`config.mk`:
```
export PLATFORM = sky130hd
export DESIGN_NAME = tag_sampler_flat
export DESIGN_NICKNAME = d
export VERILOG_FILES = /design/src/env_pkg.sv /design/src/acq_if.sv /design/src/tag_sampler.sv /design/src/flat_wrapper.sv
export SDC_FILE = /design/constraint.sdc
export NUM_CORES = 1
export LEC_CHECK = 0
export BUFFER_PORTS_ARGS = -buffer_cell sky130_fd_sc_hd__buf_2
export CORE_ASPECT_RATIO = 1.2
export CORE_UTILIZATION = 40
export CTS_CLUSTER_SIZE = 14
export DETAILED_ROUTE_END_ITERATION = 8
export PLACE_DENSITY = 0.87
export SETUP_SLACK_MARGIN = 0.2
export SLEW_MARGIN = 20
export SYNTH_ARGS = -nofsm -noshare
export SYNTH_HDL_FRONTEND = slang
export SYNTH_SLANG_ARGS = --single-unit
```
`constraint.sdc`:
```
create_clock -name sys_clk -period 1 [get_ports sys_clk]
set_input_delay 0.05 -clock sys_clk [delete_from_list [all_inputs] [get_ports sys_clk]]
set_output_delay 0.05 -clock sys_clk [all_outputs]
set_load 0.1 [all_outputs]
```
`src/env_pkg.sv`:
```
package env_pkg;

    //------------------------------------------------------------------------
    // Sample stream
    //------------------------------------------------------------------------
    localparam int ADC_DATA_W   = 10; // ADC sample width
    localparam int DAC_DATA_W   = 10; // DAC gain code width
    localparam int SAMPLE_IDX_W = 14; // 16384 samples per line

    //------------------------------------------------------------------------
    // Envelope and line buffer
    //------------------------------------------------------------------------
    localparam int CHUNK_W     = 5;  // 32 samples per envelope value
    localparam int BUFF_ADDR_W = 9;  // 512 words, one per chunk
    localparam int BUFF_DATA_W = 24; // Stored word width
    localparam int ENV_DATA_W  = 8;  // Envelope and gain tag width
    localparam int ENV_SUM_W   = 14; // 32 x 511 still fits
    // Mean over 32 plus one more bit for plot scale
    localparam int ENV_SHIFT   = 6;

    // Gain is sampled every 512 samples
    localparam int GAIN_PERIOD_W = 9;
    localparam int GAIN_SHIFT    = 2; // Drop DAC LSBs for the tag
    localparam int TOPTURN_N     = 3; // TOP_TURN inputs

    typedef logic [ADC_DATA_W-1:0] adc_sample_t;

    // One line buffer word, MSB first
    typedef struct packed {
        logic [4:0]            reserved; // Always zero
        logic [TOPTURN_N-1:0]  topturn;  // TOP_TURN at chunk start
        logic [ENV_DATA_W-1:0] gain;     // DAC gain in force
        logic [ENV_DATA_W-1:0] env;      // Envelope value
    } env_word_t;

endpackage

```
`src/acq_if.sv`:
```
`timescale 1ns/1ps

// Gated sample stream from the line gate to the envelope and tag logic
interface acq_if;
    import env_pkg::*;

    logic                    fill_en;    // Capture window open
    logic                    wen;        // Sample valid, only inside window
    logic [SAMPLE_IDX_W-1:0] sample_idx; // Position within the line
    adc_sample_t             sample;     // Raw ADC value

    // Line gate side
    modport gate (
        output fill_en,
        output wen,
        output sample_idx,
        output sample
    );

    // Consumers
    modport sink (
        input fill_en,
        input wen,
        input sample_idx,
        input sample
    );

endinterface

```
`src/tag_sampler.sv`:
```
`timescale 1ns/1ps

module tag_sampler (
    input  logic                           sys_clk,
    input  logic                           sys_rst,
    input  logic [env_pkg::DAC_DATA_W-1:0] dac_din,     // DAC code being written
    input  logic                           dac_dvalid,  // DAC write strobe
    input  logic [env_pkg::TOPTURN_N-1:0]  topturn,     // TOP_TURN pins
    acq_if.sink                            acq,
    output logic [env_pkg::ENV_DATA_W-1:0] gain_tag,    // Gain for this period
    output logic [env_pkg::TOPTURN_N-1:0]  topturn_tag  // TOP_TURN for this chunk
);
    import env_pkg::*;

    logic [DAC_DATA_W-1:0] dac_last;     // Last code sent to the DAC
    logic                  period_start; // Sample at a 512 boundary
    logic                  chunk_start;  // Sample at a 32 boundary

    assign period_start = acq.wen && (acq.sample_idx[GAIN_PERIOD_W-1:0] == '0);
    assign chunk_start  = acq.wen && (acq.sample_idx[CHUNK_W-1:0] == '0);

    //------------------------------------------------------------------------
    // DAC gain memory
    //------------------------------------------------------------------------
    always_ff @(posedge sys_clk or posedge sys_rst) begin
        if (sys_rst) begin
            dac_last <= '0;
        end else if (dac_dvalid) begin
            dac_last <= dac_din;
        end
    end

    //------------------------------------------------------------------------
    // Tags
    //------------------------------------------------------------------------
    // Gain only moves every 512 samples, so one tag covers 16 chunks
    always_ff @(posedge sys_clk or posedge sys_rst) begin
        if (sys_rst) begin
            gain_tag <= '0;
        end else if (!acq.fill_en) begin
            gain_tag <= '0;
        end else if (period_start) begin
            gain_tag <= dac_last[GAIN_SHIFT +: ENV_DATA_W];
        end
    end

    always_ff @(posedge sys_clk or posedge sys_rst) begin
        if (sys_rst) begin
            topturn_tag <= '0;
        end else if (!acq.fill_en) begin
            topturn_tag <= '0; // Idle between lines
        end else if (chunk_start) begin
            topturn_tag <= topturn;
        end
    end

endmodule

```
`src/flat_wrapper.sv`:
```
// flat-port wrapper written by rule: the top's interface ports become plain ports
module tag_sampler_flat import env_pkg::*;
  (sys_clk, sys_rst, dac_din, dac_dvalid, topturn, gain_tag, topturn_tag, acq_fill_en, acq_wen, acq_sample_idx, acq_sample);
  acq_if acq_i ();
  input  logic sys_clk;
  input  logic sys_rst;
  input  logic [env_pkg::DAC_DATA_W-1:0] dac_din;
  input  logic dac_dvalid;
  input  logic [env_pkg::TOPTURN_N-1:0] topturn;
  output logic [env_pkg::ENV_DATA_W-1:0] gain_tag;
  output logic [env_pkg::TOPTURN_N-1:0] topturn_tag;
  input wire logic [$bits(acq_i.fill_en)-1:0] acq_fill_en;
  input wire logic [$bits(acq_i.wen)-1:0] acq_wen;
  input wire logic [$bits(acq_i.sample_idx)-1:0] acq_sample_idx;
  input wire logic [$bits(acq_i.sample)-1:0] acq_sample;
  assign acq_i.fill_en = acq_fill_en;
  assign acq_i.wen = acq_wen;
  assign acq_i.sample_idx = acq_sample_idx;
  assign acq_i.sample = acq_sample;
  tag_sampler u_core (.sys_clk(sys_clk), .sys_rst(sys_rst), .dac_din(dac_din), .dac_dvalid(dac_dvalid), .topturn(topturn), .acq(acq_i), .gain_tag(gain_tag), .topturn_tag(topturn_tag));
endmodule
```
== Yosys cells after proc, flatten, opt, wreduce, memory -nomap -nowiden ==
Cells that the tools add are included.

* Input bits: 42
* Register bits after elaboration: 21
* Output and inout port bits: 11

* Mux-type cells: 4
* Equal/unequal tests: 2
* Reduce and logical (&&, ||, !) cells: 4

{| class="wikitable"
|+ Operator list
! kind !! count
|-
| $mux 8 || 2
|-
| $logic_not 9->1 || 1
|-
| $mux 3 || 2
|-
| $logic_not 5->1 || 1
|-
| $ne 2x1->1 const B || 2
|-
| $logic_and 1x1->1 || 2
|}

== Depth between registers and ports, before layout ==
* Depth in word-level cells: 4
* Depth in mapped cells: 4
* Mapped depth without buffers: 3

== Worst setup path after synthesis ==
OpenSTA, ideal clock, no wires.

* Path kind: register -> register
* From: register u_core.topturn_tag[0] (netlist name)
* To: register u_core.topturn_tag[0] (netlist bit)
* Path slack: -0.332 ns
* Data arrival time: 1.248 ns
* Setup time: 0.085 ns
* Data required time: 0.915 ns
* Cell stages (with the launch flop): 3
* Period minus slack after synthesis: 1.332 ns
* Path through: dfrtp_1 -> o21ai_0 -> a21boi_0

{| class="wikitable"
|+ RTL lines
! item !! RTL line !! RTL
|-
| end signal: assignment || tag_sampler.sv:53 || <nowiki>topturn_tag <= topturn;</nowiki>
|-
| end: declaration || tag_sampler.sv:11 || <nowiki>output logic [env_pkg::TOPTURN_N-1:0] topturn_tag</nowiki>
|}

== Final worst setup path ==
* From: register u_core.topturn_tag[2] (netlist bit)
* To: output port topturn_tag[2] (netlist bit)

{| class="wikitable"
|+ RTL lines
! item !! RTL line !! RTL
|-
| end: declaration || flat_wrapper.sv:11 || <nowiki>output logic [env_pkg::TOPTURN_N-1:0] topturn_tag;</nowiki>
|}

No word-level cell between the ends.

==> results.toml <==
[status]
status = "complete, but fails checks"
violations = "design-rule violations, negative setup slack"

[floorplan]
row_count = 17
core_area_sq_um = 1893
fp.dieW_um = 43.51
io_pins = 53
start_util_pct = 43.69
fp.dieArea_sq_um = 2254
fp.dieH_um = 51.81

[place]
place_inst = 126
dpl-instance-area_sq_um = 1242
post-place-ws_ps = -341.8
hpwl_mm = 1.326
port_buffers = 35
gp_congestion = 0.6907

[worst_setup_path]
crit_buf_inv = 1
cpPeakStageDelay_ps = 510
crit_cells = 1
worstSetupEndpoint = "topturn_tag[2]"
cp-start-kind = "register"
path_cells = "buf_12"
crit_path_max_fanout = 2
critPathKind = "register to primary output"
worst-r2r-cell-count = 3
r2r-end = "u_core.gain_tag[3]"
arrival_ps = 970
crit_path_end_kind = "primary output"
critical-path-top-delay-family = "flip-flops"
required_ps = 950
worstSetupStartpoint = "u_core.topturn_tag[2]"
slowest_stage = "dfrtp_4"
r2r_start = "u_core.gain_tag[3]"
r2r_setup_slack_ps = 190

[synthesis]
synth_top_area_share_pct = 57.49
synth_area_per_cell_sq_um = 11.81
netlist_area_sq_um = 827.0
synth_seq_area_share_pct = 57.49
yosysTopAreaCell = "dfrtp_1"
yosysWarnings = 0
syn-num-nets = 112
ys_types = 15
syn_inst = 70
synth_area_leaders = "dfrtp_1 57%, mux2_2 11%, mux2i_1 9.7%, nand2_1 7.3%, a21boi_0 2.7%"
ys_ff_latch = 19

[global_routing]
grt_max_degree = 20
use_met2_pct = 32.83
grtUsageMet1_pct = 18.49
busiest_layer = "met2"
grtUsageMet3_pct = 4.167
grt-ovfl-total = 0
grt.total_usage_pct = 17.64
grt_pass1_wl_mm = 2.884
grt_antenna_before_repair = 0
grt_pass1_vias = 721

[routing]
wl_per_cell_um = 12.71
drt_pre_antenna_iters = 5
antenna_left = 0
via_per_inst = 4.965
routed_wl_mm = 1.817
vias = 710
drcViolationCount = 8
drtIter0Drc = 11

[pwr]
p_total_mw = 1.393
p_int_mw = 1.084
clkPwrFrac_pct = 25.9
powerDensity_nw_per_um2 = 969.6
pwr-share-comb_pct = 15.4
p_leak_nw = 0.6406
sequentialPowerShare_pct = 58.8
power.net_switching_mw = 0.3085
sw_frac_of_total_pct = 22.15
ir_drop_v = 0.0007106

[finish]
layout_commonest_cell = "buf_2"
multi_input_area_sq_um = 351.6
final_net_count = 167
drive_gt1_share_pct = 49.19
seq_area_sq_um = 484.2
layout.core_utilization_pct = 75.88
stdcell_area_sq_um = 1436
layout_common_cells = "20 x buf_2, 16 x nand2_1, 16 x dfrtp_1"
n_fill_cell = 117
n_antenna_cell = 0
syn_to_final_growth_pct = 73.68
instances_no_fill = 143

[clock_tree]
worstSkewPairLatency_ps = 290
root_buffer = "clkbuf_4"
cts_max_level = 1
cts_buffers = 3
path_clk_slew_ps = 90
tritoncts = "done"
cts_sinks = 19
clockBufferDepth = 2

[timing]
max_slew_margin_pct = 80.37
skew_ps = 1.089
max_freq_ghz = 0.9802
slew_viol_final = 0
setup_ws_ps = -20.23
min_period_ps = 1020
timing.hold.ws_ps = 65.97
worst_pin_slew_ps = 291.8
rsz0062_at_grt = "true"
setup_tns_ps = -102.5
hold_viol_final = 0
min_period_over_period_pct = 102.0
finalSetupViolations = 8

[flow_run]
max_cap_violations = 0

[worst_hold_path]
hp-class = "input port to register"
## cells in the mapped netlist (all sizes together)
library cell / instances
o21ai: 3
nand2: 16
nor4: 1
mux2: 8
mux2i: 8
nand2b: 1
nand3: 3
nor3: 1
dfrtp: 19
clkbuf: 3
inv: 1
or4: 2
a21boi: 3
nor2b: 1
## per-layer routing
layer,share of wire [%],vias up
met1,38,329
met3,5.6,4
met5,0,-
li1,-,349
met2,55,28
met4,1.1,0
## kinds of logic (layout without fill, tap and decap cells)
kind of cell,after synthesis,count (layout),synth area share (%)
buffers and inverters,4,58,1.815
AO/OA/AOI/OAI,6,6,4.538
multiplexers,16,16,20.58
flip-flops,19,19,57.49
AND/OR/NAND/NOR,25,25,15.58
## final cells by class
class                      count  share of cell area, %
inverter                       1                 0.2613
timing repair buffer          53                  38.07
clock buffer                   4                  1.829
sequential                    19                  33.71
tap                           19                  1.655
multi-input combinational     47                  24.48
## power by group through the flow
| stage | Combinational [mW] | Sequential, mW | Clock (mW) |
|---|---|---|---|
| floorplan | 0.0848 | 0.836 | 0 |
| global placement | 0.158 | 0.833 | 0 |
| detailed placement | 0.166 | 0.834 | 0 |
| CTS | 0.199 | 0.818 | 0.371 |
| global route | 0.234 | 0.823 | 0.417 |
| finish | 0.214 | 0.818 | 0.360 |
## state kept, by name, summed over array words and instances, names as in the netlist
| name | count |
|---|---|
| u_core.gain_tag | 8 |
| u_core.topturn_tag | 3 |
| u_core.dac_last | 8 |
## timing repair
item,4_1_cts,5_1_grt
endpoints found under the hold margin,27,3
endpoints found under the setup margin,22,22
resized for setup,6,4
setup buffers,0,1
hold buffers,9,3
pin swaps,1,6
## how the worst min path moves through the flow
stage | from | slack [ps] | endpoint | depth (start not counted)
2_1_floorplan | sys_rst | 1 | u_core.dac_last[2] | 1
3_3_place_gp | sys_rst | 70 | u_core.gain_tag[6] | 3
3_5_place_dp | sys_rst | 70 | u_core.gain_tag[6] | 3
4_1_cts | dac_din[6] | 2 | u_core.dac_last[6] | 2
5_1_grt | acq_sample_idx[4] | 60 | u_core.topturn_tag[2] | 4
6_report | acq_sample_idx[4] | 70 | u_core.topturn_tag[2] | 4
Note: power is estimated with default switching activity, not from simulation.
