File: src/env_pkg.sv
package env_pkg;

    //------------------------------------------------------------------------
    // Sample stream
    //------------------------------------------------------------------------
    localparam int ADC_DATA_W   = 10; // ADC sample width
    localparam int DAC_DATA_W   = 10; // DAC gain code width
    localparam int SAMPLE_IDX_W = 14; // 16384 samples per line

    //------------------------------------------------------------------------
    // Envelope and line buffer
    //------------------------------------------------------------------------
    localparam int CHUNK_W     = 5;  // 32 samples per envelope value
    localparam int BUFF_ADDR_W = 9;  // 512 words, one per chunk
    localparam int BUFF_DATA_W = 24; // Stored word width
    localparam int ENV_DATA_W  = 8;  // Envelope and gain tag width
    localparam int ENV_SUM_W   = 14; // 32 x 511 still fits
    // Mean over 32 plus one more bit for plot scale
    localparam int ENV_SHIFT   = 6;

    // Gain is sampled every 512 samples
    localparam int GAIN_PERIOD_W = 9;
    localparam int GAIN_SHIFT    = 2; // Drop DAC LSBs for the tag
    localparam int TOPTURN_N     = 3; // TOP_TURN inputs

    typedef logic [ADC_DATA_W-1:0] adc_sample_t;

    // One line buffer word, MSB first
    typedef struct packed {
        logic [4:0]            reserved; // Always zero
        logic [TOPTURN_N-1:0]  topturn;  // TOP_TURN at chunk start
        logic [ENV_DATA_W-1:0] gain;     // DAC gain in force
        logic [ENV_DATA_W-1:0] env;      // Envelope value
    } env_word_t;

endpackage

File: src/env_writer.sv
`timescale 1ns/1ps

module env_writer (
    input  logic                            sys_clk,
    input  logic                            sys_rst,
    input  logic                            env_valid,   // Chunk done
    input  logic [env_pkg::ENV_DATA_W-1:0]  env_mean,    // Envelope value
    input  logic [env_pkg::BUFF_ADDR_W-1:0] env_chunk,   // Chunk index
    input  logic [env_pkg::ENV_DATA_W-1:0]  gain_tag,    // Current gain tag
    input  logic [env_pkg::TOPTURN_N-1:0]   topturn_tag, // Current TOP_TURN tag
    output logic                            wr,          // Buffer write strobe
    output logic [env_pkg::BUFF_ADDR_W-1:0] waddr,       // Buffer address
    output env_pkg::env_word_t              wdata        // Buffer word
);
    import env_pkg::*;

    env_word_t word_next; // Word being assembled

    // Pack envelope and tags
    always_comb begin
        word_next.reserved = '0;
        word_next.topturn  = topturn_tag;
        word_next.gain     = gain_tag;
        word_next.env      = env_mean;
    end

    //------------------------------------------------------------------------
    // Write stage
    //------------------------------------------------------------------------
    // One write per finished chunk
    always_ff @(posedge sys_clk or posedge sys_rst) begin
        if (sys_rst) begin
            wr <= 1'b0;
        end else begin
            wr <= env_valid;
        end
    end

    always_ff @(posedge sys_clk) begin
        if (env_valid) begin
            waddr <= env_chunk; // Chunk index is the address
            wdata <= word_next;
        end
    end

endmodule

File: config.mk
export PLATFORM = sky130hd
export DESIGN_NAME = env_writer
export DESIGN_NICKNAME = d
export VERILOG_FILES = /design/src/env_pkg.sv /design/src/env_writer.sv
export SDC_FILE = /design/constraint.sdc
export NUM_CORES = 1
export LEC_CHECK = 0
export BUFFER_PORTS_ARGS = -buffer_cell sky130_fd_sc_hd__buf_4
export CAP_MARGIN = 20
export CORE_MARGIN = 3
export CORE_UTILIZATION = 35
export DETAILED_ROUTE_END_ITERATION = 10
export PLACE_DENSITY = 0.8
export SETUP_SLACK_MARGIN = 0.02
export SLEW_MARGIN = 5
export SYNTH_ARGS = -nofsm -noshare
export SYNTH_HDL_FRONTEND = slang
export SYNTH_SLANG_ARGS = --single-unit
File: constraint.sdc
create_clock -name sys_clk -period 0.8 [get_ports sys_clk]
set_clock_uncertainty 0.15 [all_clocks]
set_input_delay 0 -clock sys_clk [delete_from_list [all_inputs] [get_ports sys_clk]]
set_output_delay 0 -clock sys_clk [all_outputs]
set_load 0.1 [all_outputs]
# Yosys cells after proc, flatten, opt, wreduce, memory -nomap -nowiden

Index checks and enable logic that the tools add are counted.

Register bits after elaboration: 29
Input port bits: 31
Output and inout port bits: 34
Word-level logic and storage cells: 5

# Longest topological paths before layout

Gate-level depths: netlist (run 1).

Depth in word-level cells: 0
Gate-level depth with buffers: 1
Gate-level depth less buffers: 1

# Least setup slack after synthesis (run 1)

No wires, ideal clock.

Path kind: flip-flop to output port
From: reg waddr[0] (netlist bit)
To: out waddr[0] (netlist bit)
Data arrival time: 0.904 ns
Data required time: 0.650 ns
Path slack: -0.254 ns
Cell stages (with the launch flop): 1
Buffers on the path: 0
Cell sequence: edfxtp_1

RTL lines:

| item                   | line             | text |
|---|---|---|
| from (decl)            | env_writer.sv:12 | `output logic [env_pkg::BUFF_ADDR_W-1:0] waddr,` |
| from (signal assigned) | env_writer.sv:41 | `waddr <= env_chunk;` |

No word-level cell between the ends.

# Final worst setup path (run 1)

From: reg wr
To: out wr

RTL lines:

| item                   | line             | text |
|---|---|---|
| from (decl)            | env_writer.sv:11 | `output logic wr,` |
| from (signal assigned) | env_writer.sv:35 | `wr <= env_valid;` |

No word-level cell between the ends.

==> results of run 1 <==
where the power goes:
part	total [mW]	switching, mW	internal (mW)
clock	0.871	0.438	0.433
combinational	1.49	1.06	0.430
sequential	1.85	0.0554	1.80
total	4.22	1.55	2.66
flip-flops by register name (all words and copies together), names as in the netlist:
| name | cells |
|---|---|
| wdata | 19 |
| wr | 1 |
| waddr | 9 |
layer usage:
metal	share of wire, %	up-vias	global-route usage [%]	wire [µm]
met5	0	-	0	0
met3	9.6	3	6.11	198
met1	35	317	15.6	718
met4	1.4	0	6.95	28
met2	54	42	24.1	1110
li1	-	317	-	-
cell families after synthesis:
family | after synthesis | share of synthesized area, %
DFF | 29 | 95.1
buffers and inverters | 6 | 4.53
other | 1 | 0.412
final timing paths:
| check | slack [ns] | to | start |
|---|---|---|---|
| setup / recovery | -0.32 | wr | wr |
| hold / removal | -0.17 | wr | env_valid |
| max in group asynchronous | 0.47 | wr | sys_rst |
| min in group asynchronous | -0.07 | wr | sys_rst |
cells in the mapped netlist, drive strengths merged:
cell and instances:
edfxtp 28, conb 1, inv 1, buf 5, dfrtp 1
final cells by class:
class / count / share of cell area, %
clock buffer: 8 / 3.11
timing repair buffer: 90 / 47.8
tap: 28 / 1.86
inverter: 1 / 0.199
sequential: 29 / 46.1
multi-input combinational: 5 / 0.994
stage by stage:
step / instance area [µm²] / setup slack, ns / utilization [%] / power [mW]
3_3_place_gp: 1410 / -0.0191 / 60.3 / 3.14
3_5_place_dp: 1410 / -0.0190 / 60.3 / 3.15
2_1_floorplan: 930 / -0.254 / - / 2.84
5_1_grt: 1890 / -0.364 / 80.7 / 4.38
6_report: 1890 / -0.316 / 80.7 / 4.22
4_1_cts: 1880 / -0.329 / 80.2 / 4.24
timing repair:
action / 4_1_cts / 5_1_grt
hold endpoints to repair: 58 / 30
setup endpoints to repair: 29 / 29
resized for setup: 31 / 3
==> reports/results.txt, run 1 <==
Critical Path Stages -> 1
CP arrival -> 0.97 ns
row cnt -> 17
layout cells sized above 1 -> 51.1%
CP max FO -> 1
Avg Cell Area, Syn -> 25.3 µm²
Setup crit end kind -> output port
DRT Pass-1 Iters -> 2
status -> finished with violations
Antenna Nets Post-Route -> 0
worst path bufs/invs -> 1
Num CTS Buffers -> 5
Setup TNS -> -7.19 ns
Final Max Tran Viols -> 0
final hold viol count -> 30
Tcrit/Tclk final -> 139%
hold buffer count at CTS -> 29
Post-Syn Area -> 911 µm²
Worst-path clk slew -> 0.08 ns
Remaining DRCs -> 0
post-CTS setup buffer count -> 0
Initial Utilization -> 38.9%
root buffer cell -> clkbuf_4
vias -> 679
final wirelength -> 2.05 mm
CTS tree -> yes
Final GP Congestion -> 0.645
Final min period -> 1.12 ns
cell type with the largest total area after synthesis -> edfxtp_1
Die W -> 57.0 µm
most frequent cells in the layout -> 30 x buf_4, 29 x dlygate4sd3_1, 28 x edfxtp_1
most common cell after layout, fill and taps aside -> buf_4
Yosys top cell area share -> 92.3%
GR Overflow Total -> 0
worst setup margin -> -0.316 ns
Fmax achieved -> 0.896 GHz
RSZ-0062 raised after global routing -> yes
die height -> 57.0 µm
Routed WL per cell -> 12.8 µm
failing checks -> hold timing, setup timing
hpwl dp -> 1.34 mm
post-synthesis sequential area ratio -> 95.1%
placed cell count -> 124
Final Net Count -> 163
H-tree Lvls -> 2
initial antenna violation count -> 0
io pins -> 65
P per Cell Area -> 2230 nW/µm²
worst path required time -> 0.65 ns
worst hold path class -> in2reg
Startpoint Class -> flip-flop
Core ar. -> 2340 µm²
top cells by area, synth -> edfxtp_1 92%, buf_4 4.1%, dfrtp_1 2.7%, conb_1 0.41%, inv_1 0.41%
Die ar. -> 3250 µm²
worst hold stages -> 2
Layout area overhead -> 107%
vias in the first global route -> 700
Crit path max-delay family -> flip-flops
Distinct cells, synth -> 5
global-route wire length before repair -> 3.35 mm
Reg area -> 870 µm²
clock buffer depth -> 2
total of max-cap violations -> 0
initial drt markers -> 11
leak pwr -> 0.806 nW
Seq cells post-synth -> 29
Setup-failing EPs final -> 29
Mapped Cells -> 36
critical path cell sequence -> buf_12
peak supply drop -> 0.00162 V
WHS -> -0.170 ns
Yosys warnings -> 0
Non-Filler Instances -> 161
Setup CP Type -> reg2out
Fillers -> 129
area occupied by multi-input gates -> 18.8 µm²
largest net degree at the start of global routing -> 16
slowest cell delay on critical path -> 0.49 ns
Port Buffer Count -> 59
antenna diode count -> 0
GRT Resource Usage Total -> 14.4%
Clock Sinks -> 29
Via density -> 4.22
Critical-path top delay cell -> dfrtp_4
Note: power is estimated with default switching activity, not from simulation.
==> run 2, diff against run 1 <==
==> constraint.sdc (replaced) <==
create_clock -name sys_clk -period 0.8 [get_ports sys_clk]
set_clock_uncertainty 0.15 [all_clocks]
set_input_delay 0.16 -clock sys_clk [delete_from_list [all_inputs] [get_ports sys_clk]]
set_output_delay 0.16 -clock sys_clk [all_outputs]
set_load 0.1 [all_outputs]
==> run 2 against run 1 <==
Net effect:
- the run still ends with hold timing, setup timing left
- hold slack gained 0.046 ns
- cell count shrank 17%
- largest power group unchanged
- flip-flop and latch count is the same
- combinational power shrank 7%
- critical endpoint unchanged
- highest routed layer is now met3
- via count shrank 19%
- clock power shrank 1%
- wire length shrank 18%
- critical path depth is the same
- count of clock-buffer cells in the layout is the same
- power shrank 2.9%
- final area shrank 15%
==> reports/results.txt, run 2 (same netlist as run 1, synthesis figures left out) <==
M3 GR Usage -> 6.33% (+0.23 points)
hold buffer count at CTS -> 1 (-97%)
RSZ-0062 raised after global routing -> yes
CP max FO -> 1 (unchanged)
Setup-failing EPs final -> 29 (unchanged)
Setup CP Type -> reg2out
Startpoint Class -> flip-flop
Non-Filler Instances -> 133 (-17%)
initial drt markers -> 10 (-1)
worst path required time -> 0.49 ns (-0.16 ns)
DRT Pass-1 Iters -> 3 (+1)
Reg area -> 870 µm² (unchanged)
largest net degree at the start of global routing -> 16 (unchanged)
total of max-cap violations -> 0 (unchanged)
Layout area overhead -> 76.9%
CTS tree -> yes
Final GP Congestion -> 0.645 (unchanged)
Via density -> 4.15 (-1.6%)
Die ar. -> 3250 µm² (unchanged)
Fmax achieved -> 0.791 GHz (-12%)
Critical Path Stages -> 1 (unchanged)
most common cell after layout, fill and taps aside -> buf_4
worst hold stages -> 1 (-1)
Fillers -> 165 (+28%)
WHS -> -0.124 ns (+0.0458 ns)
largest reg by FF count -> wdata
met2 usage -> 16.8% (-7.3 points)
leak pwr -> 0.690 nW (-14%)
clock buffer depth -> 2 (unchanged)
most frequent cells in the layout -> 30 x buf_4, 28 x edfxtp_1, 24 x buf_6
largest registers -> wdata x19, waddr x9, wr x1
slowest cell delay on critical path -> 0.48 ns (about the same)
layout cells sized above 1 -> 64.8% (+14 points)
GR Overflow Total -> 0 (unchanged)
Worst-path clk slew -> 0.09 ns (about the same)
worst setup margin -> -0.464 ns (-0.148 ns)
antenna diode count -> 0 (unchanged)
status -> finished with violations
CP arrival -> 0.95 ns (-0.02 ns)
Setup crit end kind -> output port
Final Net Count -> 135 (-17%)
global-route wire length before repair -> 2.58 mm (-23%)
Setup TNS -> -11.56 ns (-4.37 ns)
GRT Resource Usage Total -> 11.1% (-3.2 points)
H-tree Lvls -> 2 (unchanged)
placed cell count -> 124 (unchanged)
final wirelength -> 1.68 mm (-18%)
P per Cell Area -> 2540 nW/µm² (+14%)
io pins -> 65 (unchanged)
Crit path max-delay family -> flip-flops
failing checks -> hold timing, setup timing
vias -> 552 (-19%)
hpwl dp -> 1.34 mm (unchanged)
Remaining DRCs -> 0 (unchanged)
Routed WL per cell -> 12.7 µm (-0.75%)
Layout Utilization -> 68.9% (-12 points)
area occupied by multi-input gates -> 18.8 µm² (unchanged)
Final min period -> 1.26 ns (+0.148 ns)
critical path cell sequence -> buf_12
worst path bufs/invs -> 1 (unchanged)
Critical-path top delay cell -> dfrtp_4
final hold viol count -> 29 (-3.3%)
Tcrit/Tclk final -> 158% (+19 points)
Port Buffer Count -> 59 (unchanged)
row cnt -> 17 (unchanged)
Largest register FFs -> 19 (unchanged)
Antenna Nets Post-Route -> 0 (unchanged)
Initial Utilization -> 38.9% (unchanged)
root buffer cell -> clkbuf_4
Core ar. -> 2340 µm² (unchanged)
peak supply drop -> 0.00160 V (-1.2%)
Die W -> 57.0 µm (unchanged)
die height -> 57.0 µm (unchanged)
Hold Startpoint -> topturn_tag[1]
GR Util met1 -> 13.0% (-2.6 points)
Clock Sinks -> 29 (unchanged)
dpl ws -> -0.179 ns (-0.160 ns)
Top Usage Layer GRT -> met2
vias in the first global route -> 548 (-22%)
Final Max Tran Viols -> 0 (unchanged)
CP startpoint -> wr
worst hold path class -> in2reg
initial antenna violation count -> 0 (unchanged)
Num CTS Buffers -> 5 (unchanged)
-- run 2: through the flow --
| stage | instance area [µm²] | hold WS [ns] | power (mW) |
|---|---|---|---|
| 3_5_place_dp | 1410 | -0.136 | 3.15 |
| 5_1_grt | 1610 | -0.158 | 4.25 |
| 2_1_floorplan | 930 | -0.261 | 2.84 |
| 4_1_cts | 1600 | -0.141 | 4.13 |
| 6_report | 1610 | -0.124 | 4.10 |
| 3_3_place_gp | 1410 | -0.139 | 3.14 |
-- run 2: power breakdown --
part | switching, mW | internal (mW) | total (mW)
Clock | 0.429 | 0.433 | 0.862
Sequential | 0.0543 | 1.80 | 1.85
Combinational | 1.04 | 0.344 | 1.38
-- run 2: metal layers --
layer	wire length (µm)	part of all wire (%)	vias to the layer above
met5	0	0	-
met4	0	0	0
met3	242	14	0
met2	868	52	41
met1	573	34	250
li1	-	-	261
-- run 2: timing repair --
action / CTS / global route
endpoints found under the hold margin: 30 / 29
setup buffers: 0 / 0
endpoints found under the setup margin: 29 / 29
resized for setup: 31 / 4
-- run 2: final timing paths --
path                        endpoint  slack (ns)
max                               wr       -0.46
min                        wdata[17]       -0.12
max in group asynchronous         wr        0.30
min in group asynchronous         wr        0.10
-- run 2: layout make-up --
| cell class | count | share of cell area (%) |
|---|---|---|
| Timing Repair Buffer | 62 | 38.8 |
| Tap cell | 28 | 2.17 |
| Inverter | 1 | 0.233 |
| Multi-Input combinational cell | 5 | 1.16 |
| Sequential cell | 29 | 54.0 |
| Clock buffer | 8 | 3.65 |
