File: config.mk
export PLATFORM = sky130hd
export DESIGN_NAME = env_accum_flat
export DESIGN_NICKNAME = d
export VERILOG_FILES = /design/src/env_pkg.sv /design/src/acq_if.sv /design/src/env_accum.sv /design/src/flat_wrapper.sv
export SDC_FILE = /design/constraint.sdc
export NUM_CORES = 1
export LEC_CHECK = 0
export BUFFER_PORTS_ARGS = -buffer_cell sky130_fd_sc_hd__buf_4
export CORE_MARGIN = 3
export CORE_UTILIZATION = 52
export DETAILED_ROUTE_END_ITERATION = 10
export PLACE_DENSITY = 0.79
export SYNTH_ARGS = -nofsm -noshare
export SYNTH_HDL_FRONTEND = slang
export SYNTH_SLANG_ARGS = --single-unit
export TNS_END_PERCENT = 100
File: constraint.sdc
create_clock -name sys_clk -period 2.35 [get_ports sys_clk]
set_clock_uncertainty 0.05 [all_clocks]
set_input_delay 0.3525 -clock sys_clk [delete_from_list [all_inputs] [get_ports sys_clk]]
set_output_delay 0.3525 -clock sys_clk [all_outputs]
set_load 0.005 [all_outputs]
File: src/env_pkg.sv
package env_pkg;

    //------------------------------------------------------------------------
    // Sample stream
    //------------------------------------------------------------------------
    localparam int ADC_DATA_W   = 10; // ADC sample width
    localparam int DAC_DATA_W   = 10; // DAC gain code width
    localparam int SAMPLE_IDX_W = 14; // 16384 samples per line

    //------------------------------------------------------------------------
    // Envelope and line buffer
    //------------------------------------------------------------------------
    localparam int CHUNK_W     = 5;  // 32 samples per envelope value
    localparam int BUFF_ADDR_W = 9;  // 512 words, one per chunk
    localparam int BUFF_DATA_W = 24; // Stored word width
    localparam int ENV_DATA_W  = 8;  // Envelope and gain tag width
    localparam int ENV_SUM_W   = 14; // 32 x 511 still fits
    // Mean over 32 plus one more bit for plot scale
    localparam int ENV_SHIFT   = 6;

    // Gain is sampled every 512 samples
    localparam int GAIN_PERIOD_W = 9;
    localparam int GAIN_SHIFT    = 2; // Drop DAC LSBs for the tag
    localparam int TOPTURN_N     = 3; // TOP_TURN inputs

    typedef logic [ADC_DATA_W-1:0] adc_sample_t;

    // One line buffer word, MSB first
    typedef struct packed {
        logic [4:0]            reserved; // Always zero
        logic [TOPTURN_N-1:0]  topturn;  // TOP_TURN at chunk start
        logic [ENV_DATA_W-1:0] gain;     // DAC gain in force
        logic [ENV_DATA_W-1:0] env;      // Envelope value
    } env_word_t;

endpackage

File: src/acq_if.sv
`timescale 1ns/1ps

// Gated sample stream from the line gate to the envelope and tag logic
interface acq_if;
    import env_pkg::*;

    logic                    fill_en;    // Capture window open
    logic                    wen;        // Sample valid, only inside window
    logic [SAMPLE_IDX_W-1:0] sample_idx; // Position within the line
    adc_sample_t             sample;     // Raw ADC value

    // Line gate side
    modport gate (
        output fill_en,
        output wen,
        output sample_idx,
        output sample
    );

    // Consumers
    modport sink (
        input fill_en,
        input wen,
        input sample_idx,
        input sample
    );

endinterface

File: src/env_accum.sv
`timescale 1ns/1ps

module env_accum (
    input  logic                            sys_clk,
    input  logic                            sys_rst,
    acq_if.sink                             acq,
    output logic                            env_valid, // One pulse per chunk
    output logic [env_pkg::ENV_DATA_W-1:0]  env_mean,  // Mean deviation
    output logic [env_pkg::BUFF_ADDR_W-1:0] env_chunk  // Chunk index
);
    import env_pkg::*;

    logic [ADC_DATA_W-2:0] low_bits;    // Sample without its top bit
    logic [ADC_DATA_W-2:0] dev;         // |sample - midrange|
    logic [ENV_SUM_W-1:0]  acc;         // Running chunk sum
    logic [ENV_SUM_W-1:0]  acc_next;
    logic                  chunk_first; // Index bits 4..0 all zero
    logic                  chunk_last;  // Index bits 4..0 all ones

    assign low_bits = acq.sample[ADC_DATA_W-2:0];
    // Upper half counts up from midrange, lower half counts down
    assign dev = acq.sample[ADC_DATA_W-1] ? low_bits
                                          : {(ADC_DATA_W-1){1'b1}} - low_bits;

    assign chunk_first = (acq.sample_idx[CHUNK_W-1:0] == '0);
    assign chunk_last  = &acq.sample_idx[CHUNK_W-1:0];

    // Load on the first sample of a chunk
    assign acc_next = chunk_first ? ENV_SUM_W'(dev) : acc + ENV_SUM_W'(dev);

    always_ff @(posedge sys_clk) begin
        if (acq.wen) begin
            acc <= acc_next;
        end
    end

    always_ff @(posedge sys_clk or posedge sys_rst) begin
        if (sys_rst) begin
            env_valid <= 1'b0;
        end else begin
            env_valid <= acq.wen && chunk_last;
        end
    end

    // Result includes the last sample of the chunk
    always_ff @(posedge sys_clk) begin
        if (acq.wen && chunk_last) begin
            env_mean  <= acc_next[ENV_SHIFT +: ENV_DATA_W];
            env_chunk <= acq.sample_idx[CHUNK_W +: BUFF_ADDR_W];
        end
    end

endmodule

File: src/flat_wrapper.sv
// flat-port wrapper written by rule: the top's interface ports become plain ports
module env_accum_flat import env_pkg::*;
  (sys_clk, sys_rst, env_valid, env_mean, env_chunk, acq_fill_en, acq_wen, acq_sample_idx, acq_sample);
  acq_if acq_i ();
  input  logic sys_clk;
  input  logic sys_rst;
  output logic env_valid;
  output logic [env_pkg::ENV_DATA_W-1:0] env_mean;
  output logic [env_pkg::BUFF_ADDR_W-1:0] env_chunk;
  input wire logic [$bits(acq_i.fill_en)-1:0] acq_fill_en;
  input wire logic [$bits(acq_i.wen)-1:0] acq_wen;
  input wire logic [$bits(acq_i.sample_idx)-1:0] acq_sample_idx;
  input wire logic [$bits(acq_i.sample)-1:0] acq_sample;
  assign acq_i.fill_en = acq_fill_en;
  assign acq_i.wen = acq_wen;
  assign acq_i.sample_idx = acq_sample_idx;
  assign acq_i.sample = acq_sample;
  env_accum u_core (.sys_clk(sys_clk), .sys_rst(sys_rst), .acq(acq_i), .env_valid(env_valid), .env_mean(env_mean), .env_chunk(env_chunk));
endmodule
## After elaboration in Yosys (flattened, before gate mapping)

Cells that the tools add are included.

- Magnitude comparators: 0
- Div/mod/pow operators: 0
- Reduce and logical (&&, ||, !) cells: 3
- Eq/ne operators: 0
- $add $sub $neg: 2
- Multipliers: 0
- Mux-type cells: 2
- Bitwise gates (word level): 0
- Shifts and indexed selects: 0

Operators with widths:

| kind | number |
|---|---|
| 14-bit by 9-bit adder with 14-bit output | 1 |
| 14-bit two-way mux | 1 |
| 9-bit two-way mux | 1 |
| 9-bit subtractor, first input constant | 1 |
| 5-bit logical NOT | 1 |
| 5-bit AND reduction | 1 |
| 1-bit logical AND | 1 |

- Output and inout port bits: 18
- Register bits: 32
- Bits of input ports: 28
- Bits in writable memories: 0
- Memories: 0
- Bits in latches: 0
- Word-level logic and storage cells: 11
- ROM bits: 0

## Logic depth before layout (Yosys ltp)

Gate-level depths: netlist of run 1.

- Depth after elaboration: 4
- Depth in mapped cells: 10
- Gate-level depth less buffers: 9

## Worst setup path after synthesis of run 1

Ideal clock, no wire load.

- Path kind: input to register
- From: input port acq_sample[9]
- To: register u_core.acc[12] (data pin)
- Data required time: 2143 ps
- Slack: -138 ps
- Library setup time: 157 ps
- Cell stages on the path: 10
- Buffers on the path: 1
- Data arrival time: 2281 ps
- Path through: buf_2 > xnor2_1 > ha_1 > inv_1 > fa_1 > nand2b_1 > a21oi_4 > a211oi_2 > or3_1 > a21oi_1

- Longest elaborated chain between the ends: 3

Ends and longest elaborated chain:

| element | line | RTL |
|---|---|---|
| start, declared | flat_wrapper.sv:13 | `input wire logic [$bits(acq_i.sample)-1:0] acq_sample;` |
| 9-bit two-way mux | env_accum.sv:22 | `assign dev = acq.sample[ADC_DATA_W-1] ? low_bits` |
| 14-bit by 9-bit adder with 14-bit output | env_accum.sv:29 | `assign acc_next = chunk_first ? ENV_SUM_W'(dev) : acc + ENV_SUM_W'(dev);` |
| 14-bit two-way mux | env_accum.sv:29 |  |
| net u_core.acc_next[12] | env_accum.sv:16 | `logic [ENV_SUM_W-1:0] acc_next;` |
| end signal, assigned | env_accum.sv:33 | `acc <= acc_next;` |
| end, declared | env_accum.sv:15 | `logic [ENV_SUM_W-1:0] acc;` |

The timed path passes the listed nets, and every way through them passes these cells.
A chain may end at the register's enable or synchronous reset.

## Worst setup path in the final report of run 1

- From: input port acq_sample[9]
- To: register u_core.acc[11] (data pin)

The elaborated chain is that of the path after synthesis.

==> metrics.cfg, run 1 <==
[clocking]
htree_levels = 2
clockRootBuffer = clkbuf_4
clock-sinks = 32
cts_tree = built
cts_buffer_depth = 2
numCtsBuffers = 5
clk_latency_ns = 0.33
clk_pin_slew_ns = 0.10

[yosys]
avgSynthCellArea_um2 = 11.65
synth_area_um2 = 1794
yosysTopAreaCell = edfxtp_1
synth-edff-count = 31
yosys_warnings = 0
ys.flop_type = edfxtp_1
synth-seq-area-share = 0.5328
synth_area_leaders = edfxtp_1, ha_1, xnor2_1, a21oi_1, nand2_1
synth_top_area_share = 0.5188
ys_seq_elements = 32
ys_types = 40
synthesis.instances = 154
async_reset_ff_frac = 0.03125
synth_nets = 193

[finish]
fin_nets = 255
final_cell_mix = buf_4, edfxtp_1, nand2_1, nor2_1, a21oi_1
fill_cells = 228
n_antenna_cell = 0
finalInstanceArea_um2 = 2375
drive_above_1_share = 0.3641
synthToLayoutAreaGrowth_pct = 32.36
finalCoreUtilization = 0.7472
final_common_cell = buf_4

[placed_design]
dp_hpwl_mm = 3.114
port-buffer-count = 44
gp_congestion = 0.7881
place_area_um2 = 2287

[routing]
wirelength_mm = 4.139
route.vias.total = 1428
wl_per_cell_um = 15.86
final_antenna_net_count = 0
drtIter0Drc = 92
via_per_inst = 5.471
route.detailed.drc = 0
first_pass_iters = 4

[sta]
setup-tns-final_ns = 0
final_max_slew_viol_count = 0
hold_violations = 0
final-setup-viol-count = 0
period_needed_ns = 2.257
final.period_utilization = 0.9604
fmax_ghz = 0.4431
slew_headroom = 0.7268
worst_slew_pin_slew_ns = 0.4098

[min_path]
hp-class = input port to flop

[global_route]
grt_overflow = 0
grt_max_degree = 19
antenna_found_initial = 0
grt_pass1_vias = 1465
grt_usage = 0.2103
grt_pass1_wl_mm = 6.699

[floorplan]
die_w_um = 64.74
initial_utilization = 0.5646
die_area_um2 = 4191
fp-row-count = 20
ios = 46
core_um2 = 3178
die_h_um = 64.74

[setup_path]
cp.required_ns = 2.49
end_kind = flop
arrival_ns = 2.39
crit_path_start_kind = input port
r2r_slack_ns = 0.13
crit_type = input port to flop
cp_cell_sequence = buf_4 > buf_4 > xnor2_1 > ha_1 > o21ai_0 > nor2_1 > buf_4 > a2111oi_1 > mux2i_1 > nand2_1
slowest_stage = a2111oi_1
worst-path-buf-inv = 3
slowest_delay_ns = 0.42
crit_family = compound AO/OA/AOI/OAI gates
critPathMaxFanout = 8
crit_top_cell = buf_4

[power]
total_leakage_power_nw = 0.9825
power_density_nw_per_um2 = 1028
p_total_mw = 2.441
ir_drop_mv = 0.6603

[run_status]
status = complete, no violations

[flow_run]
maxCapViolCount = 0

[Yosys cell counts, types with 2 or more instances]
| library cell | number |
|---|---|
| a31oi_1 | 2 |
| or3_1 | 2 |
| o21ai_0 | 6 |
| nor3_1 | 2 |
| inv_1 | 7 |
| o31ai_1 | 2 |
| nor2_1 | 13 |
| nand2_1 | 14 |
| xor2_1 | 3 |
| nand4_1 | 3 |
| and2_1 | 2 |
| edfxtp_1 | 31 |
| xnor2_1 | 11 |
| a211oi_1 | 3 |
| a21oi_1 | 14 |
| ha_1 | 10 |
| a211oi_2 | 2 |
| a21o_1 | 3 |
| nand3_1 | 2 |
| buf_2 | 2 |
[registers in the layout, summed over array words and instances, names as in the netlist]
name / flops
u_core.env_valid: 1
u_core.acc: 14
u_core.env_mean: 8
u_core.env_chunk: 9
[metrics by stage]
stage | hold WS [ns] | std cells | worst slack, ns
2_1_floorplan | 0.03121 | 154 | 0.03138
3_3_place_gp | 0.1457 | 252 | -0.06169
3_5_place_dp | 0.1518 | 252 | -0.2210
4_1_cts | 0.1324 | 261 | 0.1048
5_1_grt | 0.1117 | 261 | -0.01508
6_report | 0.1443 | 261 | 0.09308
[final timing paths]
| check | to | from | cells after the start |
|---|---|---|---|
| worst max-delay path | u_core.acc[11] | acq_sample[9] | 10 |
| worst min-delay path | u_core.env_chunk[7] | acq_sample_idx[12] | 1 |
| worst max register to register | u_core.acc[11] | u_core.acc[2] | 7 |
| worst min register to register | u_core.acc[0] | u_core.acc[0] | 3 |
| max in group asynchronous | u_core.env_valid | sys_rst | 3 |
| min in group asynchronous | u_core.env_valid | sys_rst | 3 |
[final cells by class]
| cell class | count | area (um^2) | area share |
|---|---|---|---|
| Clock buffer | 6 | 41.29 | 0.01739 |
| Clock inverter | 2 | 35.03 | 0.01475 |
| Inverter | 7 | 26.28 | 0.01106 |
| Multi-Input combinational cell | 111 | 815.8 | 0.3435 |
| Sequential cell | 32 | 955.9 | 0.4025 |
| Tap cell | 44 | 55.05 | 0.02318 |
| Timing Repair Buffer | 59 | 445.4 | 0.1876 |
[report_power, final]
group,switching [mW],internal (mW)
logic,0.607,0.519
clock network,0.191,0.223
registers,0.0757,0.825
total,0.874,1.57
[logic make-up after synthesis]
group,synth area share
buffers and inverters,0.02859
XOR/XNOR,0.06834
AO/OA/AOI/OAI,0.1611
flip-flops,0.5328
AND/OR/NAND/NOR,0.1227
multiplexers,0.005579
adder cells (fa/ha/maj),0.08089
[metal layers]
layer,up-vias,wire (um),GRT usage
li1,698,-,-
met5,-,0,0
met2,50,2253,0.3780
met4,0,91,0.07388
met1,670,1592,0.2432
met3,10,202,0.04853
[repair_timing]
action / in CTS / in global routing
resized for setup: 0 / 1
buffers inserted: 0 / 0
setup endpoints to repair: 0 / 2
endpoints found under the hold margin: 1 / 0
hold buffers: 1 / 0
(Power assumes the default switching activity.)
==> inputs of run 2 (changes only) <==
Settings changed: ABC_AREA set to 1, CORE_UTILIZATION 52 to 53.
==> run 2 against run 1 <==
  * Design area grew 3.3%
  * Total power shrank 2.1%
  * Synthesized area grew 8.4%
  * Routed wire length shrank 7.4%
  * Count of clock-buffer cells in the layout is the same
  * Critical path depth grew 3
  * Sequential power shrank 3.6%
  * Critical endpoint is now u_core.acc[8]
==> metrics.cfg, run 2 <==
[finish]
top_register = u_core.acc  ; unchanged
fill_cells = 279  ; was 228
finalInstanceArea_um2 = 2454  ; was 2375 um^2
largest_register_ffs = 14  ; unchanged
reg_top3 = u_core.acc x14, u_core.env_chunk x9, u_core.env_mean x8  ; unchanged
fin_nets = 318  ; was 255
final_common_cell = nand2_1  ; was buf_4
final_cell_mix = nand2_1, buf_4, inv_1, edfxtp_1, nor2_1  ; was buf_4, edfxtp_1, nand2_1, nor2_1, a21oi_1
n_antenna_cell = 0  ; unchanged
synthToLayoutAreaGrowth_pct = 26.19  ; was 32.36%
drive_above_1_share = 0.2321  ; was 0.3641

[yosys]
yosys.cell_count.top_type = nand2_1  ; was edfxtp_1
ys_top_cells_by_count = nand2_1, inv_1, edfxtp_1, nor2_1, nand3_1  ; was edfxtp_1, a21oi_1, nand2_1, nor2_1, xnor2_1
synthesis.instances = 226  ; was 154
yosys_warnings = 0  ; unchanged
synth_area_um2 = 1944  ; was 1794 um^2
async_reset_ff_frac = 0.03125  ; unchanged
synth_top_area_share = 0.4788  ; was 0.5188
yosysTopAreaCell = edfxtp_1  ; unchanged
synth_nets = 265  ; was 193
synth_area_leaders = edfxtp_1, nand2_1, inv_1, ha_1, nand3_1  ; was edfxtp_1, ha_1, xnor2_1, a21oi_1, nand2_1
ys_types = 25  ; was 40
ys.flop_type = edfxtp_1  ; unchanged
synth-seq-area-share = 0.4916  ; was 0.5328
ys_seq_elements = 32  ; unchanged
avgSynthCellArea_um2 = 8.603  ; was 11.65 um^2
synth-edff-count = 31  ; unchanged

[sta]
final_max_slew_viol_count = 0  ; unchanged
final.period_utilization = 0.8552  ; was 0.9604
worst_slew_pin_slew_ns = 0.3317  ; was 0.4098 ns
period_needed_ns = 2.010  ; was 2.257 ns
setup-tns-final_ns = 0  ; unchanged
fmax_ghz = 0.4976  ; was 0.4431 GHz
hold_violations = 0  ; unchanged
final-setup-viol-count = 0  ; unchanged
finalWorstSetupSlack_ns = 0.3404  ; was 0.09308 ns
slew_headroom = 0.7786  ; was 0.7268
rsz0062_at_grt = no

[setup_path]
cp.required_ns = 2.34  ; was 2.49 ns
critPathMaxFanout = 4  ; was 8
crit_family = adder cells  ; was compound AO/OA/AOI/OAI gates
arrival_ns = 2.00  ; was 2.39 ns
slowest_delay_ns = 0.39  ; was 0.42 ns
end_kind = flop  ; unchanged
crit_type = input port to flop  ; unchanged
crit_path_start_kind = input port  ; unchanged
cp_cell_sequence = buf_4 > xnor2_1 > ha_1 > inv_1 > fa_1 > inv_1 > nand3_1 > nand2_2 > nand2_1 > nand3_1 > nand2_1 > nor2_1 > nor2_1  ; was buf_4 > buf_4 > xnor2_1 > ha_1 > o21ai_0 > nor2_1 > buf_4 > a2111oi_1 > mux2i_1 > nand2_1
slowest_stage = fa_1  ; was a2111oi_1
r2r_slack_ns = 0.45  ; was 0.13 ns
worst-path-buf-inv = 3  ; unchanged

[routing]
drtIter0Drc = 71  ; was 92
via_per_inst = 4.890  ; was 5.471
route.detailed.drc = 0  ; unchanged
wl_per_cell_um = 11.75  ; was 15.86 um
final_antenna_net_count = 0  ; unchanged
route.vias.total = 1594  ; was 1428
first_pass_iters = 4  ; unchanged
wirelength_mm = 3.832  ; was 4.139 mm

[clocking]
clk_latency_ns = 0.28  ; was 0.33 ns
htree_levels = 2  ; unchanged
cts_buffer_depth = 2  ; unchanged
cts_resized = 0  ; unchanged
clk_pin_slew_ns = 0.07  ; was 0.10 ns
holdBufCountCts = 1  ; unchanged
cts_setup_buffers = 0  ; unchanged
clock-sinks = 32  ; unchanged
clockRootBuffer = clkbuf_8  ; was clkbuf_4
cts_tree = built  ; unchanged
numCtsBuffers = 5  ; unchanged

[global_route]
grt_pass1_vias = 1540  ; was 1465
grt_overflow = 0  ; unchanged
grt_usage = 0.1951  ; was 0.2103
grt_max_degree = 17  ; was 19
antenna_found_initial = 0  ; unchanged
grt_pass1_wl_mm = 6.361  ; was 6.699 mm

[floorplan]
die_w_um = 66.57  ; was 64.74 um
fp-row-count = 21  ; was 20
core_um2 = 3442  ; was 3178 um^2
initial_utilization = 0.5649  ; was 0.5646
ios = 46  ; unchanged
die_area_um2 = 4432  ; was 4191 um^2
die_h_um = 66.57  ; was 64.74 um

[power]
total_leakage_power_nw = 1.212  ; was 0.9825 nW
p_total_mw = 2.390  ; was 2.441 mW
power_density_nw_per_um2 = 974.3  ; was 1028 nW/um^2
ir_drop_mv = 0.7033  ; was 0.6603 mV

[placed_design]
dp_hpwl_mm = 3.005  ; was 3.114 mm
gp_congestion = 0.9034  ; was 0.7881
place_area_um2 = 2336  ; was 2287 um^2
place_ws_ns = 0.04431  ; was -0.2210 ns
port-buffer-count = 44  ; unchanged

[min_path]
hp-class = input port to flop  ; unchanged

[run_status]
status = complete, no violations  ; unchanged

[flow_run]
maxCapViolCount = 0  ; unchanged

run 2: power by group:
part	switching [mW]	internal, mW	total, mW
registers	0.0595	0.810	0.869
logic	0.628	0.383	1.01
clock network	0.195	0.314	0.510
run 2: logic make-up (layout without fill, tap and decap cells):
family	Yosys count	in the layout	share of synthesized area
AND/OR/NAND/NOR	122	122	0.2716
buffers and inverters	39	93	0.08301
flip-flops	32	32	0.4916
adder cells (fa/ha/maj)	11	11	0.07465
AO/OA/AOI/OAI	11	11	0.02960
XOR/XNOR	11	11	0.04955
run 2: path summary, 6_finish.rpt:
| check | startpoint | endpoint | depth (start not counted) |
|---|---|---|---|
| worst max-delay path | acq_sample[9] | u_core.acc[8] | 13 |
| worst min-delay path | acq_sample_idx[13] | u_core.env_chunk[8] | 1 |
| worst max register to register | u_core.acc[0] | u_core.acc[8] | 11 |
| worst min register to register | u_core.acc[0] | u_core.acc[0] | 3 |
| max in group asynchronous | sys_rst | u_core.env_valid | 3 |
| min in group asynchronous | sys_rst | u_core.env_valid | 3 |
run 2: routing by layer:
metal / global-route usage / share of wire / routed length, um
met1: 0.2354 / 0.44 / 1669
met2: 0.3193 / 0.50 / 1922
met3: 0.05734 / 0.043 / 165
met4: 0.08883 / 0.019 / 74
met5: 0 / 0 / 0
run 2: layout make-up:
type                            instances  area, um^2  share of cell area
Clock inverter                          2       35.03             0.01428
Timing Repair Buffer                   49       370.4              0.1509
Inverter                               36       135.1             0.05507
Tap cell                               46       57.56             0.02346
Sequential cell                        32       955.9              0.3896
Multi-Input combinational cell        155       827.0              0.3371
Clock buffer                            6       72.57             0.02958
run 2: through the flow:
stage               hold WS (ns)    util  cells
global placement          0.1482  0.6787    317
floorplan                0.03121       -    226
CTS                       0.1836  0.7128    326
finish                    0.1915  0.7128    326
detailed placement        0.1488  0.6787    317
global route              0.1800  0.7128    326
run 2: worst reg2reg max path: cells and delay by family (launching register included):
family / cells / cell delay (ns)
and+or+nand+nor: 7 / 0.56
adders and majority gates: 2 / 0.57
buffers and inverters: 2 / 0.16
DFF: 1 / 0.33
==> inputs of run 3 (changes only) <==
Settings changed: PLACE_DENSITY 0.79 to not set, PLACE_DENSITY_LB_ADDON set to 0.1.
==> run 3 against run 2 <==
  * Core utilization unchanged
  * Total power about the same
  * Design area unchanged
  * Sequential share of layout area unchanged
  * Register-to-register slack worse by 0.03 ns
  * Largest cell class unchanged
  * Largest power group unchanged
==> metrics.cfg, run 3 (synthesis results as in run 2) <==
[routing]
wirelength_mm = 3.746  ; was 3.832 mm
via_per_inst = 4.742  ; was 4.890
drtIter0Drc = 93  ; was 71
first_pass_iters = 4  ; unchanged
final_antenna_net_count = 0  ; unchanged
route.vias.total = 1546  ; was 1594
wl_per_cell_um = 11.49  ; was 11.75 um
route.detailed.drc = 0  ; unchanged

[global_route]
grt_max_degree = 19  ; was 17
grt_pass1_wl_mm = 6.044  ; was 6.361 mm
grt_usage = 0.1841  ; was 0.1951
antenna_found_initial = 0  ; unchanged
grt_pass1_vias = 1403  ; was 1540
grt_overflow = 0  ; unchanged

[clocking]
clockRootBuffer = clkbuf_8  ; unchanged
clock-sinks = 32  ; unchanged
numCtsBuffers = 5  ; unchanged
clk_pin_slew_ns = 0.07  ; about the same
cts_tree = built  ; unchanged
cts_resized = 0  ; unchanged
clk_latency_ns = 0.28  ; about the same
cts_buffer_depth = 2  ; unchanged
htree_levels = 2  ; unchanged

[power]
ir_drop_mv = 0.5259  ; was 0.7033 mV
total_leakage_power_nw = 1.212  ; unchanged
power_density_nw_per_um2 = 974.2  ; was 974.3 nW/um^2

[setup_path]
crit_family = adder cells  ; unchanged
worst-path-buf-inv = 3  ; unchanged
cp.required_ns = 2.34  ; about the same
r2r-end = u_core.acc[8]  ; unchanged
slowest_stage = fa_1  ; unchanged
crit_type = input port to flop  ; unchanged
r2r_slack_ns = 0.42  ; was 0.45 ns
crit_path_start_kind = input port  ; unchanged
worstRegToRegCells = 11  ; unchanged
end_kind = flop  ; unchanged
r2r-start = u_core.acc[0]  ; unchanged
slowest_delay_ns = 0.40  ; was 0.39 ns
arrival_ns = 2.02  ; was 2.00 ns
cp_cell_sequence = buf_4 > xnor2_1 > ha_1 > inv_1 > fa_1 > inv_1 > nand3_1 > nand2_2 > nand2_1 > nand3_1 > nand2_1 > nor2_1 > nor2_1  ; unchanged
critPathMaxFanout = 4  ; unchanged

[placed_design]
gp_congestion = 0.9014  ; was 0.9034
dp_hpwl_mm = 2.801  ; was 3.005 mm
place_area_um2 = 2336  ; unchanged
port-buffer-count = 44  ; unchanged
dp.cells = 317  ; unchanged

[sta]
final.period_utilization = 0.8645  ; was 0.8552
slew_headroom = 0.7982  ; was 0.7786
period_needed_ns = 2.032  ; was 2.010 ns
final_max_slew_viol_count = 0  ; unchanged
fmax_ghz = 0.4922  ; was 0.4976 GHz
setup-tns-final_ns = 0  ; unchanged
rsz0062_at_grt = no  ; unchanged
hold_violations = 0  ; unchanged
final-setup-viol-count = 0  ; unchanged
worst_slew_pin_slew_ns = 0.3024  ; was 0.3317 ns
whs_ns = 0.1978  ; was 0.1915 ns

[floorplan]
core_um2 = 3442  ; unchanged
ios = 46  ; unchanged
die_h_um = 66.57  ; unchanged
die_w_um = 66.57  ; unchanged
fp-row-count = 21  ; unchanged
initial_utilization = 0.5649  ; unchanged
die_area_um2 = 4432  ; unchanged

[finish]
final_cell_mix = nand2_1, buf_4, inv_1, edfxtp_1, nor2_1  ; unchanged
final_common_cell = nand2_1  ; unchanged
fill_cells = 297  ; was 279
drive_above_1_share = 0.2321  ; unchanged
n_antenna_cell = 0  ; unchanged
synthToLayoutAreaGrowth_pct = 26.19  ; unchanged
largest_register_ffs = 14  ; unchanged
finalInstanceArea_um2 = 2454  ; unchanged
fin_nets = 318  ; unchanged
top_register = u_core.acc  ; unchanged
final_cells = 326  ; unchanged
finalCoreUtilization = 0.7128  ; unchanged
reg_top3 = u_core.acc x14, u_core.env_chunk x9, u_core.env_mean x8  ; unchanged

[min_path]
min_to = u_core.env_chunk[6]  ; was u_core.env_chunk[8]
whs_path_depth = 1  ; unchanged
hp-class = input port to flop  ; unchanged
hold_start = acq_sample_idx[11]  ; was acq_sample_idx[13]

[run_status]
status = complete, no violations  ; unchanged

[flow_run]
maxCapViolCount = 0  ; unchanged

run 3: cell counts in the layout (fill, tap and decap cells not counted):
Identical to the previous run, type by type.
run 3: per-stage QoR:
| stage | setup WS, ns | total power [mW] |
|---|---|---|
| after global placement | 0.07698 | 1.847 |
| after detailed placement | 0.05704 | 1.867 |
| final | 0.3185 | 2.390 |
| after CTS | 0.3459 | 2.398 |
| after global routing | 0.2411 | 2.591 |
| after floorplan | 0.1418 | 1.643 |
run 3: timing repair:
item,in CTS,in global routing
hold buffers,1,0
hold endpoints to repair,1,0
setup buffers,0,0
run 3: cell type report:
class                   instances  area, um^2  share of cell area
multi-input cells             155       827.0              0.3371
repair buffers                 49       370.4              0.1509
inverters                      36       135.1             0.05507
well taps                      46       57.56             0.02346
clock inverters                 2       35.03             0.01428
flip-flops and latches         32       955.9              0.3896
clock buffers                   6       72.57             0.02958
run 3: how the worst max path moves through the flow:
stage / startpoint / end / slack, ns / cells after the start
2_1_floorplan: acq_sample[9] / u_core.acc[8] / 0.14 / 13
3_3_place_gp: acq_sample[9] / u_core.env_mean[2] / 0.08 / 13
3_5_place_dp: acq_sample[9] / u_core.acc[8] / 0.06 / 13
4_1_cts: acq_sample[9] / u_core.acc[8] / 0.35 / 13
5_1_grt: acq_sample[9] / u_core.acc[8] / 0.24 / 13
6_report: acq_sample[9] / u_core.acc[8] / 0.32 / 13
run 3: power by group:
part / internal (mW) / leakage [nW] / total, mW / switching (mW)
Combinational: 0.385 / 0.853 / 1.00 / 0.620
Sequential: 0.810 / 0.303 / 0.870 / 0.0602
Clock: 0.314 / 0.0552 / 0.516 / 0.201
Total: 1.51 / 1.21 / 2.39 / 0.881
run 3: routing by layer:
layer  global-route usage  part of all wire
met5                    0                 0
met4               0.1041             0.025
met3              0.03373             0.062
met2               0.2946              0.46
met1               0.2324              0.45
run 3: worst reg2reg max path: stages (launching register included):
cell and delay (ns):
edfxtp_1 0.34, ha_1 0.16, inv_1 0.05, fa_1 0.40, inv_1 0.10, nand3_1 0.08, nand2_2 0.13, nand2_1 0.08
nand3_1 0.07, nand2_1 0.05, nor2_1 0.10, nor2_1 0.07
